===== src/dreq_consts.svh =====
`ifndef DREQ_CONSTS_SVH
`define DREQ_CONSTS_SVH

`define DREQ_FIFO_DEPTH  8
`define DREQ_THRESHOLD   4   // Group size that raises DREQ0

`define DREQ_OFF_DCR     6'h06
`define DREQ_OFF_DSARH   6'h08
`define DREQ_OFF_DSARL   6'h0A
`define DREQ_OFF_DDARH   6'h0C
`define DREQ_OFF_DDARL   6'h0E
`define DREQ_OFF_DLR     6'h10
`define DREQ_OFF_FIFO    6'h12

`define DREQ_DCR_MASK    16'h0007
`define DREQ_ADDRH_MASK  8'hFF
`define DREQ_ADDRL_MASK  16'hFFFE   // DMA addresses are word aligned
`define DREQ_DLR_MASK    16'hFFFF

`define DREQ_DCR_RV      0
`define DREQ_DCR_DMA     1
`define DREQ_DCR_M68S    2
`define DREQ_DCR_FULL    7   // Full flag in 68000 reads

`endif


===== src/dreqPkg.sv =====
`default_nettype none

package dreqPkg;

	// Data word on either bus and in the FIFO
	typedef logic [15:0] word_t;

	// Byte offset in the system register block, {A[5:1],1'b0}
	typedef logic [5:0] regOff_t;

	// DMA source or destination address
	typedef logic [23:0] dmaAddr_t;

	// Fill count 0..8
	typedef logic [3:0] fifoCount_t;

endpackage

`default_nettype wire


===== src/mdDreqRegs.sv =====
`default_nettype none

`include "dreq_consts.svh"

module mdDreqRegs (
	input  wire                 CLK,
	input  wire                 RST_N,

	input  wire dreqPkg::regOff_t   va,
	input  wire dreqPkg::word_t     vdi,
	input  wire                 mdSel,
	input  wire                 asN,
	input  wire                 lwrN,
	input  wire                 uwrN,
	input  wire                 cas0N,
	output dreqPkg::word_t      vdo,
	output logic                dtackN,

	input  wire dreqPkg::fifoCount_t fifoCount,
	output logic                fifoPush,
	output dreqPkg::word_t      fifoWData,
	output logic                fifoFlush,

	output dreqPkg::word_t      dcr,
	output dreqPkg::dmaAddr_t   dsar,
	output dreqPkg::dmaAddr_t   ddar,
	output dreqPkg::word_t      dlr
);
	import dreqPkg::*;

	logic   mdAccess;
	logic   mdWrite;
	logic   fifoFull;
	word_t  laneMask;
	word_t  dlrNext;
	word_t  fullFlag;
	word_t  rdData;

	// New 68000 cycle, DTACK not yet given
	assign mdAccess = mdSel && !asN && (!lwrN || !uwrN || !cas0N) && dtackN;
	assign mdWrite  = !lwrN || !uwrN;
	assign fifoFull = (fifoCount == `DREQ_FIFO_DEPTH);
	assign laneMask = {{8{!uwrN}}, {8{!lwrN}}};
	assign dlrNext  = dlr - 16'd1;

	always_comb begin
		fullFlag = '0;
		fullFlag[`DREQ_DCR_FULL] = fifoFull;
		case (va)
			`DREQ_OFF_DCR:   rdData = (dcr & `DREQ_DCR_MASK) | fullFlag;
			`DREQ_OFF_DSARH: rdData = {8'h00, dsar[23:16]};
			`DREQ_OFF_DSARL: rdData = dsar[15:0];
			`DREQ_OFF_DDARH: rdData = {8'h00, ddar[23:16]};
			`DREQ_OFF_DDARL: rdData = ddar[15:0];
			`DREQ_OFF_DLR:   rdData = dlr;
			`DREQ_OFF_FIFO:  rdData = '0;   // Write only port
			default:         rdData = '0;
		endcase
	end

	always_ff @(posedge CLK or negedge RST_N) begin
		if (!RST_N) begin
			dtackN    <= 1'b1;
			fifoPush  <= 1'b0;
			fifoFlush <= 1'b0;
			dcr       <= '0;
			dsar      <= '0;
			ddar      <= '0;
			dlr       <= '0;
		end else begin
			fifoPush  <= 1'b0;
			fifoFlush <= 1'b0;
			if (mdAccess) begin
				dtackN <= 1'b0;
				if (mdWrite) begin
					case (va)
						`DREQ_OFF_DCR: begin
							dcr <= (dcr & ~laneMask) | (vdi & `DREQ_DCR_MASK & laneMask);
							// Clearing M68S drops whatever is buffered
							if (!lwrN && !vdi[`DREQ_DCR_M68S]) begin
								fifoFlush <= 1'b1;
							end
						end
						`DREQ_OFF_DSARH: begin
							if (!lwrN) dsar[23:16] <= vdi[7:0] & `DREQ_ADDRH_MASK;
						end
						`DREQ_OFF_DSARL: begin
							dsar[15:0] <= (dsar[15:0] & ~laneMask) |
								(vdi & `DREQ_ADDRL_MASK & laneMask);
						end
						`DREQ_OFF_DDARH: begin
							if (!lwrN) ddar[23:16] <= vdi[7:0] & `DREQ_ADDRH_MASK;
						end
						`DREQ_OFF_DDARL: begin
							ddar[15:0] <= (ddar[15:0] & ~laneMask) |
								(vdi & `DREQ_ADDRL_MASK & laneMask);
						end
						`DREQ_OFF_DLR: begin
							dlr <= (dlr & ~laneMask) | (vdi & `DREQ_DLR_MASK & laneMask);
						end
						`DREQ_OFF_FIFO: begin
							// Dropped when full or transfer not armed, still acked
							if (dcr[`DREQ_DCR_M68S] && !fifoFull) begin
								fifoPush <= 1'b1;
								dlr      <= dlrNext;
								if (dlrNext == '0) dcr[`DREQ_DCR_M68S] <= 1'b0;
							end
						end
						default: ;
					endcase
				end
			end else if (asN && !dtackN) begin
				dtackN <= 1'b1;   // Cycle over
			end
		end
	end

	always_ff @(posedge CLK) begin
		if (mdAccess && mdWrite) fifoWData <= vdi;
		if (mdAccess && !mdWrite) vdo <= rdData;
	end

endmodule

`default_nettype wire


===== src/dreqFifo.sv =====
`default_nettype none

`include "dreq_consts.svh"

module dreqFifo (
	input  wire                 CLK,
	input  wire                 RST_N,

	input  wire                 fifoPush,
	input  wire                 fifoPop,
	input  wire                 fifoFlush,
	input  wire dreqPkg::word_t     fifoWData,
	output dreqPkg::word_t      fifoRData,
	output dreqPkg::fifoCount_t fifoCount
);
	import dreqPkg::*;

	word_t  mem [`DREQ_FIFO_DEPTH];
	logic [$clog2(`DREQ_FIFO_DEPTH)-1:0] wrPtr;
	logic [$clog2(`DREQ_FIFO_DEPTH)-1:0] rdPtr;
	logic   full;
	logic   empty;
	logic   doPush;
	logic   doPop;

	assign full   = (fifoCount == `DREQ_FIFO_DEPTH);
	assign empty  = (fifoCount == '0);
	assign doPush = fifoPush && !full && !fifoFlush;
	assign doPop  = fifoPop && !empty && !fifoFlush;

	assign fifoRData = mem[rdPtr];   // Head word

	always_ff @(posedge CLK or negedge RST_N) begin
		if (!RST_N) begin
			wrPtr     <= '0;
			rdPtr     <= '0;
			fifoCount <= '0;
		end else if (fifoFlush) begin
			wrPtr     <= '0;
			rdPtr     <= '0;
			fifoCount <= '0;
		end else begin
			if (doPush) wrPtr <= wrPtr + 1'b1;   // Wraps at depth
			if (doPop) rdPtr <= rdPtr + 1'b1;
			case ({doPush, doPop})
				2'b10:   fifoCount <= fifoCount + 4'd1;
				2'b01:   fifoCount <= fifoCount - 4'd1;
				default: ;   // Idle, or push and pop together
			endcase
		end
	end

	always_ff @(posedge CLK) begin
		if (doPush) mem[wrPtr] <= fifoWData;
	end

endmodule

`default_nettype wire


===== src/shDreqPort.sv =====
`default_nettype none

`include "dreq_consts.svh"

module shDreqPort (
	input  wire                 CLK,
	input  wire                 RST_N,

	input  wire                 shSel,
	input  wire dreqPkg::regOff_t   shA,
	input  wire                 shRdN,
	output dreqPkg::word_t      shDo,
	output logic                dreq0N,

	input  wire dreqPkg::word_t     fifoRData,
	input  wire dreqPkg::fifoCount_t fifoCount,
	output logic                fifoPop,

	input  wire dreqPkg::word_t     dcr,
	input  wire dreqPkg::dmaAddr_t  dsar,
	input  wire dreqPkg::dmaAddr_t  ddar,
	input  wire dreqPkg::word_t     dlr
);
	import dreqPkg::*;

	logic   rdDone;
	logic   rdStrobe;
	logic   fifoFull;
	logic   fifoEmpty;
	logic   dreqLevel;
	word_t  status;
	word_t  rdData;

	// One strobe per low phase of the read line
	assign rdStrobe  = shSel && !shRdN && !rdDone;
	assign fifoPop   = rdStrobe && (shA == `DREQ_OFF_FIFO);
	assign fifoFull  = (fifoCount == `DREQ_FIFO_DEPTH);
	assign fifoEmpty = (fifoCount == '0);
	assign dreqLevel = (fifoCount >= `DREQ_THRESHOLD) && dcr[`DREQ_DCR_DMA];

	always_comb begin
		status = '0;
		status[15] = fifoFull;
		status[14] = fifoEmpty;
		status[`DREQ_DCR_M68S] = dcr[`DREQ_DCR_M68S];
		status[`DREQ_DCR_DMA]  = dcr[`DREQ_DCR_DMA];
		status[`DREQ_DCR_RV]   = dcr[`DREQ_DCR_RV];

		case (shA)
			`DREQ_OFF_DCR:   rdData = status;
			`DREQ_OFF_DSARH: rdData = {8'h00, dsar[23:16]};
			`DREQ_OFF_DSARL: rdData = dsar[15:0];
			`DREQ_OFF_DDARH: rdData = {8'h00, ddar[23:16]};
			`DREQ_OFF_DDARL: rdData = ddar[15:0];
			`DREQ_OFF_DLR:   rdData = dlr;
			`DREQ_OFF_FIFO:  rdData = fifoRData;   // Popped on this edge
			default:         rdData = '0;
		endcase
	end

	always_ff @(posedge CLK or negedge RST_N) begin
		if (!RST_N) begin
			rdDone <= 1'b0;
			dreq0N <= 1'b1;
		end else begin
			if (shRdN) begin
				rdDone <= 1'b0;
			end else if (rdStrobe) begin
				rdDone <= 1'b1;
			end
			dreq0N <= !dreqLevel;   // Follows count one cycle late
		end
	end

	// Held until the next read
	always_ff @(posedge CLK) begin
		if (rdStrobe) shDo <= rdData;
	end

endmodule

`default_nettype wire


===== src/dreqTop.sv =====
`default_nettype none

module dreqTop (
	input  wire                 CLK,
	input  wire                 RST_N,

	// 68000 side
	input  wire dreqPkg::regOff_t   va,
	input  wire dreqPkg::word_t     vdi,
	output dreqPkg::word_t      vdo,
	input  wire                 asN,
	input  wire                 lwrN,
	input  wire                 uwrN,
	input  wire                 cas0N,
	input  wire                 mdSel,
	output logic                dtackN,

	// SH2 side
	input  wire                 shSel,
	input  wire dreqPkg::regOff_t   shA,
	input  wire                 shRdN,
	output dreqPkg::word_t      shDo,
	output logic                dreq0N
);
	import dreqPkg::*;

	logic        fifoPush;
	logic        fifoPop;
	logic        fifoFlush;
	word_t       fifoWData;
	word_t       fifoRData;
	fifoCount_t  fifoCount;
	word_t       dcr;
	dmaAddr_t    dsar;
	dmaAddr_t    ddar;
	word_t       dlr;

	mdDreqRegs mdRegs_i (
		.CLK       (CLK),
		.RST_N     (RST_N),
		.va        (va),
		.vdi       (vdi),
		.mdSel     (mdSel),
		.asN       (asN),
		.lwrN      (lwrN),
		.uwrN      (uwrN),
		.cas0N     (cas0N),
		.vdo       (vdo),
		.dtackN    (dtackN),
		.fifoCount (fifoCount),
		.fifoPush  (fifoPush),
		.fifoWData (fifoWData),
		.fifoFlush (fifoFlush),
		.dcr       (dcr),
		.dsar      (dsar),
		.ddar      (ddar),
		.dlr       (dlr)
	);

	dreqFifo fifo_i (
		.CLK       (CLK),
		.RST_N     (RST_N),
		.fifoPush  (fifoPush),
		.fifoPop   (fifoPop),
		.fifoFlush (fifoFlush),
		.fifoWData (fifoWData),
		.fifoRData (fifoRData),
		.fifoCount (fifoCount)
	);

	shDreqPort shPort_i (
		.CLK       (CLK),
		.RST_N     (RST_N),
		.shSel     (shSel),
		.shA       (shA),
		.shRdN     (shRdN),
		.shDo      (shDo),
		.dreq0N    (dreq0N),
		.fifoRData (fifoRData),
		.fifoCount (fifoCount),
		.fifoPop   (fifoPop),
		.dcr       (dcr),
		.dsar      (dsar),
		.ddar      (ddar),
		.dlr       (dlr)
	);

endmodule

`default_nettype wire


===== config.mk =====
export PLATFORM = sky130hd
export DESIGN_NAME = dreqTop
export DESIGN_NICKNAME = d
export VERILOG_FILES = /design/src/dreqPkg.sv /design/src/mdDreqRegs.sv /design/src/dreqFifo.sv /design/src/shDreqPort.sv /design/src/dreqTop.sv
export VERILOG_INCLUDE_DIRS = /design/src /design/src/src
export SDC_FILE = /design/constraint.sdc
export NUM_CORES = 1
export LEC_CHECK = 0
export BUFFER_PORTS_ARGS = -buffer_cell sky130_fd_sc_hd__clkbuf_2
export CAP_MARGIN = 10
export CORE_AREA = 8 8 150 152
export DETAILED_ROUTE_END_ITERATION = 10
export DIE_AREA = 0 0 158 160
export GPL_TIMING_DRIVEN = 0
export PLACE_DENSITY_LB_ADDON = 0.12
export RECOVER_POWER = 100
export SLEW_MARGIN = 0
export SYNTH_ARGS = -nofsm -noshare
export SYNTH_HDL_FRONTEND = slang
export SYNTH_HIERARCHICAL = 1
export SYNTH_SLANG_ARGS = --single-unit

===== constraint.sdc =====
create_clock -name CLK -period 8.56 [get_ports CLK]
set_clock_uncertainty 0.05 [all_clocks]
set_input_delay 0.856 -clock CLK [delete_from_list [all_inputs] [get_ports CLK]]
set_output_delay 0.856 -clock CLK [all_outputs]
set_load 0.005 [all_outputs]

## Word-level counts from Yosys, hierarchy flattened

Memories as Yosys holds them, arrays and structs flattened.
Index checks and enable logic that the tools add are counted.

| operators by class | value |
|---|---|
| $add $sub $neg | 5 |
| order comparisons | 1 |
| equal/unequal tests | 19 |
| multiplexer cells | 27 |
| bitwise operators | 14 |
| reductions and logical operators | 47 |

Operators with widths:

| cell | number |
|---|---|
| 16-bit one-hot mux with 7 select lines | 1 |
| 16-bit AND | 6 |
| 16-bit one-hot mux with 6 select lines | 1 |
| 16-bit OR | 4 |
| 6-bit by 4-bit == test with 1-bit output, second input constant | 8 |
| 16-bit one-hot mux with 2 select lines | 1 |
| 6-bit by 5-bit == test with 1-bit output, second input constant | 4 |
| 3-bit by 16-bit AND with 16-bit output | 1 |
| 1-bit logical AND | 16 |
| 16-bit logical NOT | 1 |
| 1-bit 2-to-1 mux | 16 |
| 16-bit 2-to-1 mux | 1 |
| 16-bit NOT | 1 |
| 16-bit by 1-bit subtractor with 16-bit output, second input constant | 1 |
| 1-bit logical NOT | 13 |
| 6-bit by 3-bit == test with 1-bit output, second input constant | 2 |
| 3-bit 2-to-1 mux | 4 |
| 4-bit AND reduction | 3 |
| 2-bit nonzero test | 6 |
| 3-bit AND reduction | 3 |
| 3-bit by 8-bit OR with 8-bit output | 1 |
| 4-bit one-hot mux with 2 select lines | 1 |
| 3-bit by 1-bit adder with 3-bit output, second input constant | 2 |
| 5-bit AND reduction | 1 |
| other kinds (13) | 15 |

| storage, ports and cells | value |
|---|---|
| flip-flop bits (word level) | 143 |
| memory bits (writable) | 128 |
| input port bits | 37 |
| output and inout bits | 34 |
| word-level logic and storage cells | 132 |
| memories kept | 1 |

Memories:

| memory | words | bits a word | rd ports | clocked after Yosys merged registers in | write ports | line | text |
|---|---|---|---|---|---|---|---|
| fifo_i.mem | 8 | 16 | 1 | 0 | 1 | dreqFifo.sv:18 | `` word_t mem [`DREQ_FIFO_DEPTH]; `` |

## Logic depth before layout (Yosys ltp)

| logic depth | value |
|---|---|
| word-level depth | 9 |
| depth in mapped cells | 12 |
| mapped depth without buffers | 11 |

## By module

The synthesis kept the hierarchy.

Modules (own cells, without submodules):

| module | instances | cells each | area each (µm²) | sequential area each (µm²) |
|---|---|---|---|---|
| dreqFifo | 1 | 261 | 5494.0 | 4093.9 |
| mdDreqRegs | 1 | 407 | 5028.6 | 3039.2 |
| shDreqPort | 1 | 108 | 1251.2 | 531.8 |

## Worst setup path after synthesis

Ideal clock, no wire load.

| timing | value |
|---|---|
| path kind | input to register |
| start | in shRdN |
| end | reg fifo_i.fifoCount[3] |
| setup time | 0.124 ns |
| arrival | 3.965 ns |
| required time | 8.386 ns |
| slack | 4.421 ns |
| cell stages on the path | 9 |
| path buffers | 0 |
| cells stage by stage | nor3b_1 > and2_1 > o41ai_4 > a21oi_2 > nor2b_1 > ha_1 > a21oi_1 > a2111oi_0 > a211o_1 |

| on the way | value |
|---|---|
| cells in the longest elaborated chain, start to end | 9 |

RTL lines:

| what | line | text |
|---|---|---|
| from (decl) | dreqTop.sv:21 | `input wire shRdN,` |
| 1-bit logical NOT * | shDreqPort.sv:35 | `assign rdStrobe = shSel && !shRdN && !rdDone;` |
| 1-bit logical AND * (2 in series) | shDreqPort.sv:35 |  |
| 1-bit logical AND * | shDreqPort.sv:36 | `` assign fifoPop = rdStrobe && (shA == `DREQ_OFF_FIFO); `` |
| via fifoPop | dreqTop.sv:28 | `logic fifoPop;` |
| 1-bit logical AND * (2 in series) | dreqFifo.sv:29 | `assign doPop = fifoPop && !empty && !fifoFlush;` |
| 2-bit by 1-bit == test with 1-bit output or 2-bit == test (tied branches) | dreqFifo.sv:45 | `case ({doPush, doPop})` |
| 4-bit one-hot mux with 2 select lines | dreqFifo.sv:45 |  |
| 4-bit 2-to-1 mux | dreqFifo.sv:38 | `end else if (fifoFlush) begin` |
| to (signal assigned) | dreqFifo.sv:46 | `2'b10: fifoCount <= fifoCount + 4'd1;` |
| to (signal assigned) | dreqFifo.sv:47 | `2'b01: fifoCount <= fifoCount - 4'd1;` |
| to (decl) | dreqFifo.sv:14 | `output dreqPkg::fifoCount_t fifoCount` |

The timed path passes the listed nets; every way through them passes the cells marked *.
A chain may end at the register's enable or synchronous reset.

==> impl_metrics.sql <==
INSERT INTO impl_metrics (metric_group, metric, value, unit) VALUES
('run_status', 'status', 'finished, violations left', ''),
('run_status', 'violations', 'capacitance limit, slew limit', ''),
('cts', 'tritoncts', 'yes', ''),
('drt', 'dr.pass1.iters', '5', ''),
('cts', 'cts.hold.buffers_added', '0', ''),
('floorplan', 'die_height', '160', 'um'),
('floorplan', 'placementRows', '52', ''),
('worst_setup_path', 'path_cells', 'clkbuf_1 > clkbuf_1', ''),
('pwr', 'power_switching', '0.000564', 'W'),
('cells_and_area', 'finalNonFillerCells', '1148', ''),
('worst_setup_path', 'cpPeakStageDelay', '2100', 'ps'),
('hold_path', 'class_of_the_most_critical_hold_timing_path', 'input port to flop', ''),
('logic_synthesis', 'post_synth_net_total', '793', ''),
('grt', 'largest_net_degree_at_the_start_of_global_routing', '51', ''),
('sta', 'slew-limit-headroom', '-90.4', '%'),
('grt', 'grt_util_all_layers', '22.2', '%'),
('worst_setup_path', 'critPathMaxFanout', '50', ''),
('sta', 'worstMarginPinSlew', '2860', 'ps'),
('worst_setup_path', 'ff2ff_setup_slack', '4470', 'ps'),
('floorplan', 'floorplan.io_pins', '71', ''),
('logic_synthesis', 'synth_cell_area', '11400', 'um2'),
('floorplan', 'dieArea', '25300', 'um2'),
('worst_setup_path', 'worst_path_dominant_cell_family', 'buffers and inverters', ''),
('grt', 'global_route.overflow_total', '0', ''),
('pwr', 'share_clk_of_total_power', '42.3', '%'),
('sta', 'final_max_slew_viol_count', '103', ''),
('placement', 'port_buffers', '68', ''),
('job', 'number_of_maximum_capacitance_constraint_violations', '5', ''),
('cells_and_area', 'flip_flop_and_latch_area', '7340', 'um2'),
('floorplan', 'initial_core_util', '56.7', '%'),
('cells_and_area', 'drive_gt1_share', '18.2', '%'),
('sta', 'max_clock_freq', '227', 'MHz'),
('cts', 'max-clock-path-buffers', '3', ''),
('cts', 'clk_transition_reported_paths', '60', 'ps'),
('placement', 'dp.final_hpwl', '19800', 'um'),
('drt', 'avgRoutedWirePerCell', '24.0', 'um'),
('cts', 'numCtsBuffers', '26', ''),
('logic_synthesis', 'synth-warning-count', '6', ''),
('drt', 'detail_route.drc_violations', '0', ''),
('cells_and_area', 'multi_input_comb_area', '3730', 'um2'),
('pwr', 'power.sequential.fraction', '52.1', '%'),
('sta', 'timing.final.hold_violations', '0', ''),
('grt', 'grt_antenna_before_repair', '0', ''),
('worst_setup_path', 'critPathSlowestCell', 'clkbuf_1', ''),
('pwr', 'max-vdd-ir-drop', '0.158', 'mV'),
('grt', 'wire_length_of_the_first_global_routing_pass', '43200', 'um'),
('cells_and_area', 'finish.net_count', '902', ''),
('worst_setup_path', 'worstSetupEndpointType', 'asynchronous set/reset pin', ''),
('cells_and_area', 'area_growth_syn_to_layout', '12.6', '%'),
('pwr', 'power.density', '205', 'nW/um2'),
('drt', 'detailedRoute.firstIterationViolations', '762', ''),
('cts', 'cts_num_sinks', '258', ''),
('sta', 'rsz_0062_raised_after_global_routing', 'false', ''),
('cts', 'post-cts-setup-buffers', '0', ''),
('worst_setup_path', 'worstPathBufferInverterCount', '2', ''),
('pwr', 'p_leak', '4.78', 'nW'),
('cts', 'h-tree-depth', '1', ''),
('pwr', 'p_sw_share', '21.4', '%'),
('drt', 'antenna_violating_nets_post_route', '0', ''),
('floorplan', 'die_w', '158', 'um'),
('cts', 'cts-root-buf', 'clkbuf_16', ''),
('pwr', 'p_comb_share', '5.5', '%'),
('sta', 'setup_total_negative_slack', '0', 'ps'),
('cells_and_area', 'fillers', '1561', ''),
('sta', 'fin_crit_sh', '51.4', '%'),
('drt', 'vias_per_cell', '6.26', ''),
('sta', 'finalWorstPathRequiredPeriod', '4400', 'ps'),
('cts', 'cts_repair_resize_count', '0', ''),
('worst_setup_path', 'cp_common_cell', 'clkbuf_1', ''),
('worst_setup_path', 'worstPathRequired', '8520', 'ps'),
('worst_setup_path', 'cp_startpoint_kind', 'input port', ''),
('drt', 'routed-via-count', '7187', ''),
('drt', 'post_route_wl', '27500', 'um'),
('pwr', 'internal_power', '0.00207', 'W'),
('cts', 'clock_latency', '520', 'ps'),
('logic_synthesis', 'synthesis.instances', '749', ''),
('grt', 'first_global_vias', '7465', ''),
('logic_synthesis', 'synthesis.area_per_instance', '15.2', 'um2'),
('placement', 'total_instance_count_after_detailed_placement', '1100', ''),
('placement', 'gp_routability_congestion', '0.920', ''),
('worst_setup_path', 'cp.arrival', '4350', 'ps'),
('worst_setup_path', 'timing_worst_setup_path_type', 'input port to asynchronous set/reset pin', ''),
('sta', 'setup_viol', '0', ''),
('floorplan', 'core', '20000', 'um2'),
('cells_and_area', 'antenna-diode-count', '0', '');
-- power by group through the flow --
stage                     sequential [W]  clock [W]  combinational (W)
after global routing             0.00137    0.00119           0.000158
after floorplan                  0.00139          0          0.0000935
after global placement           0.00139          0           0.000146
after detailed placement         0.00140          0           0.000152
after CTS                        0.00137    0.00113           0.000153
final                            0.00137    0.00111           0.000145
-- final timing paths --
check / start / to / cells past startpoint
hold reg to reg: flop / shPort_i/dreq0N / 1
setup / recovery: RST_N / asynchronous set/reset pin / 2
setup reg to reg: shPort_i/rdDone / fifo_i/fifoCount[3] / 9
hold / removal: shRdN / shPort_i/rdDone / 2
max in group CLK: shSel / fifo_i/fifoCount[3] / 10
min in group asynchronous: RST_N / mdRegs_i/ddar[18] / 1
-- through the flow --
stage / utilization (%) / area [um2] / worst slack [ps] / total power (W) / hold slack (ps)
3_3_place_gp: 60.1 / 12000 / 2930 / 0.00154 / 426
5_1_grt: 63.8 / 12800 / 3340 / 0.00272 / 447
2_1_floorplan: - / 11400 / 4420 / 0.00148 / 390
6_report: 63.8 / 12800 / 4160 / 0.00263 / 464
4_1_cts: 65.3 / 13100 / 4840 / 0.00265 / 292
3_5_place_dp: 61.1 / 12200 / 4310 / 0.00155 / 458
-- area by class of cell --
class                           instances  area share (%)
Tap cell                              270            2.64
Clock buffer                           35            5.67
Buffer                                 35            1.22
Clock inverter                         13           0.909
Timing Repair Buffer                   81            2.56
Multi-Input combinational cell        441            29.2
Sequential cell                       258            57.4
Inverter                               15           0.440
-- per-layer routing --
layer / routed length, um / vias up / global-route usage (%) / part of all wire [%]
li1: - / 3193 / - / -
met5: 0 / - / 0 / 0
met3: 1420 / 37 / 2.56 / 5.2
met1: 11800 / 3714 / 30.9 / 43
met4: 448 / 0 / 5.32 / 1.6
met2: 13900 / 243 / 36.8 / 50
-- cell usage in the layout (no fill, tap or decap), drive strengths merged, types with 18 or more instances in the layout --
| cell type | count |
|---|---|
| nor2 | 41 |
| a21oi | 18 |
| mux2i | 35 |
| clkbuf | 141 |
| nand3 | 20 |
| o21ai | 33 |
| edfxtp | 176 |
| mux2 | 63 |
| a222oi | 20 |
| nand2 | 42 |
| dfrtp | 80 |
| mux4 | 32 |
Power figures use the tool's default switching activity.
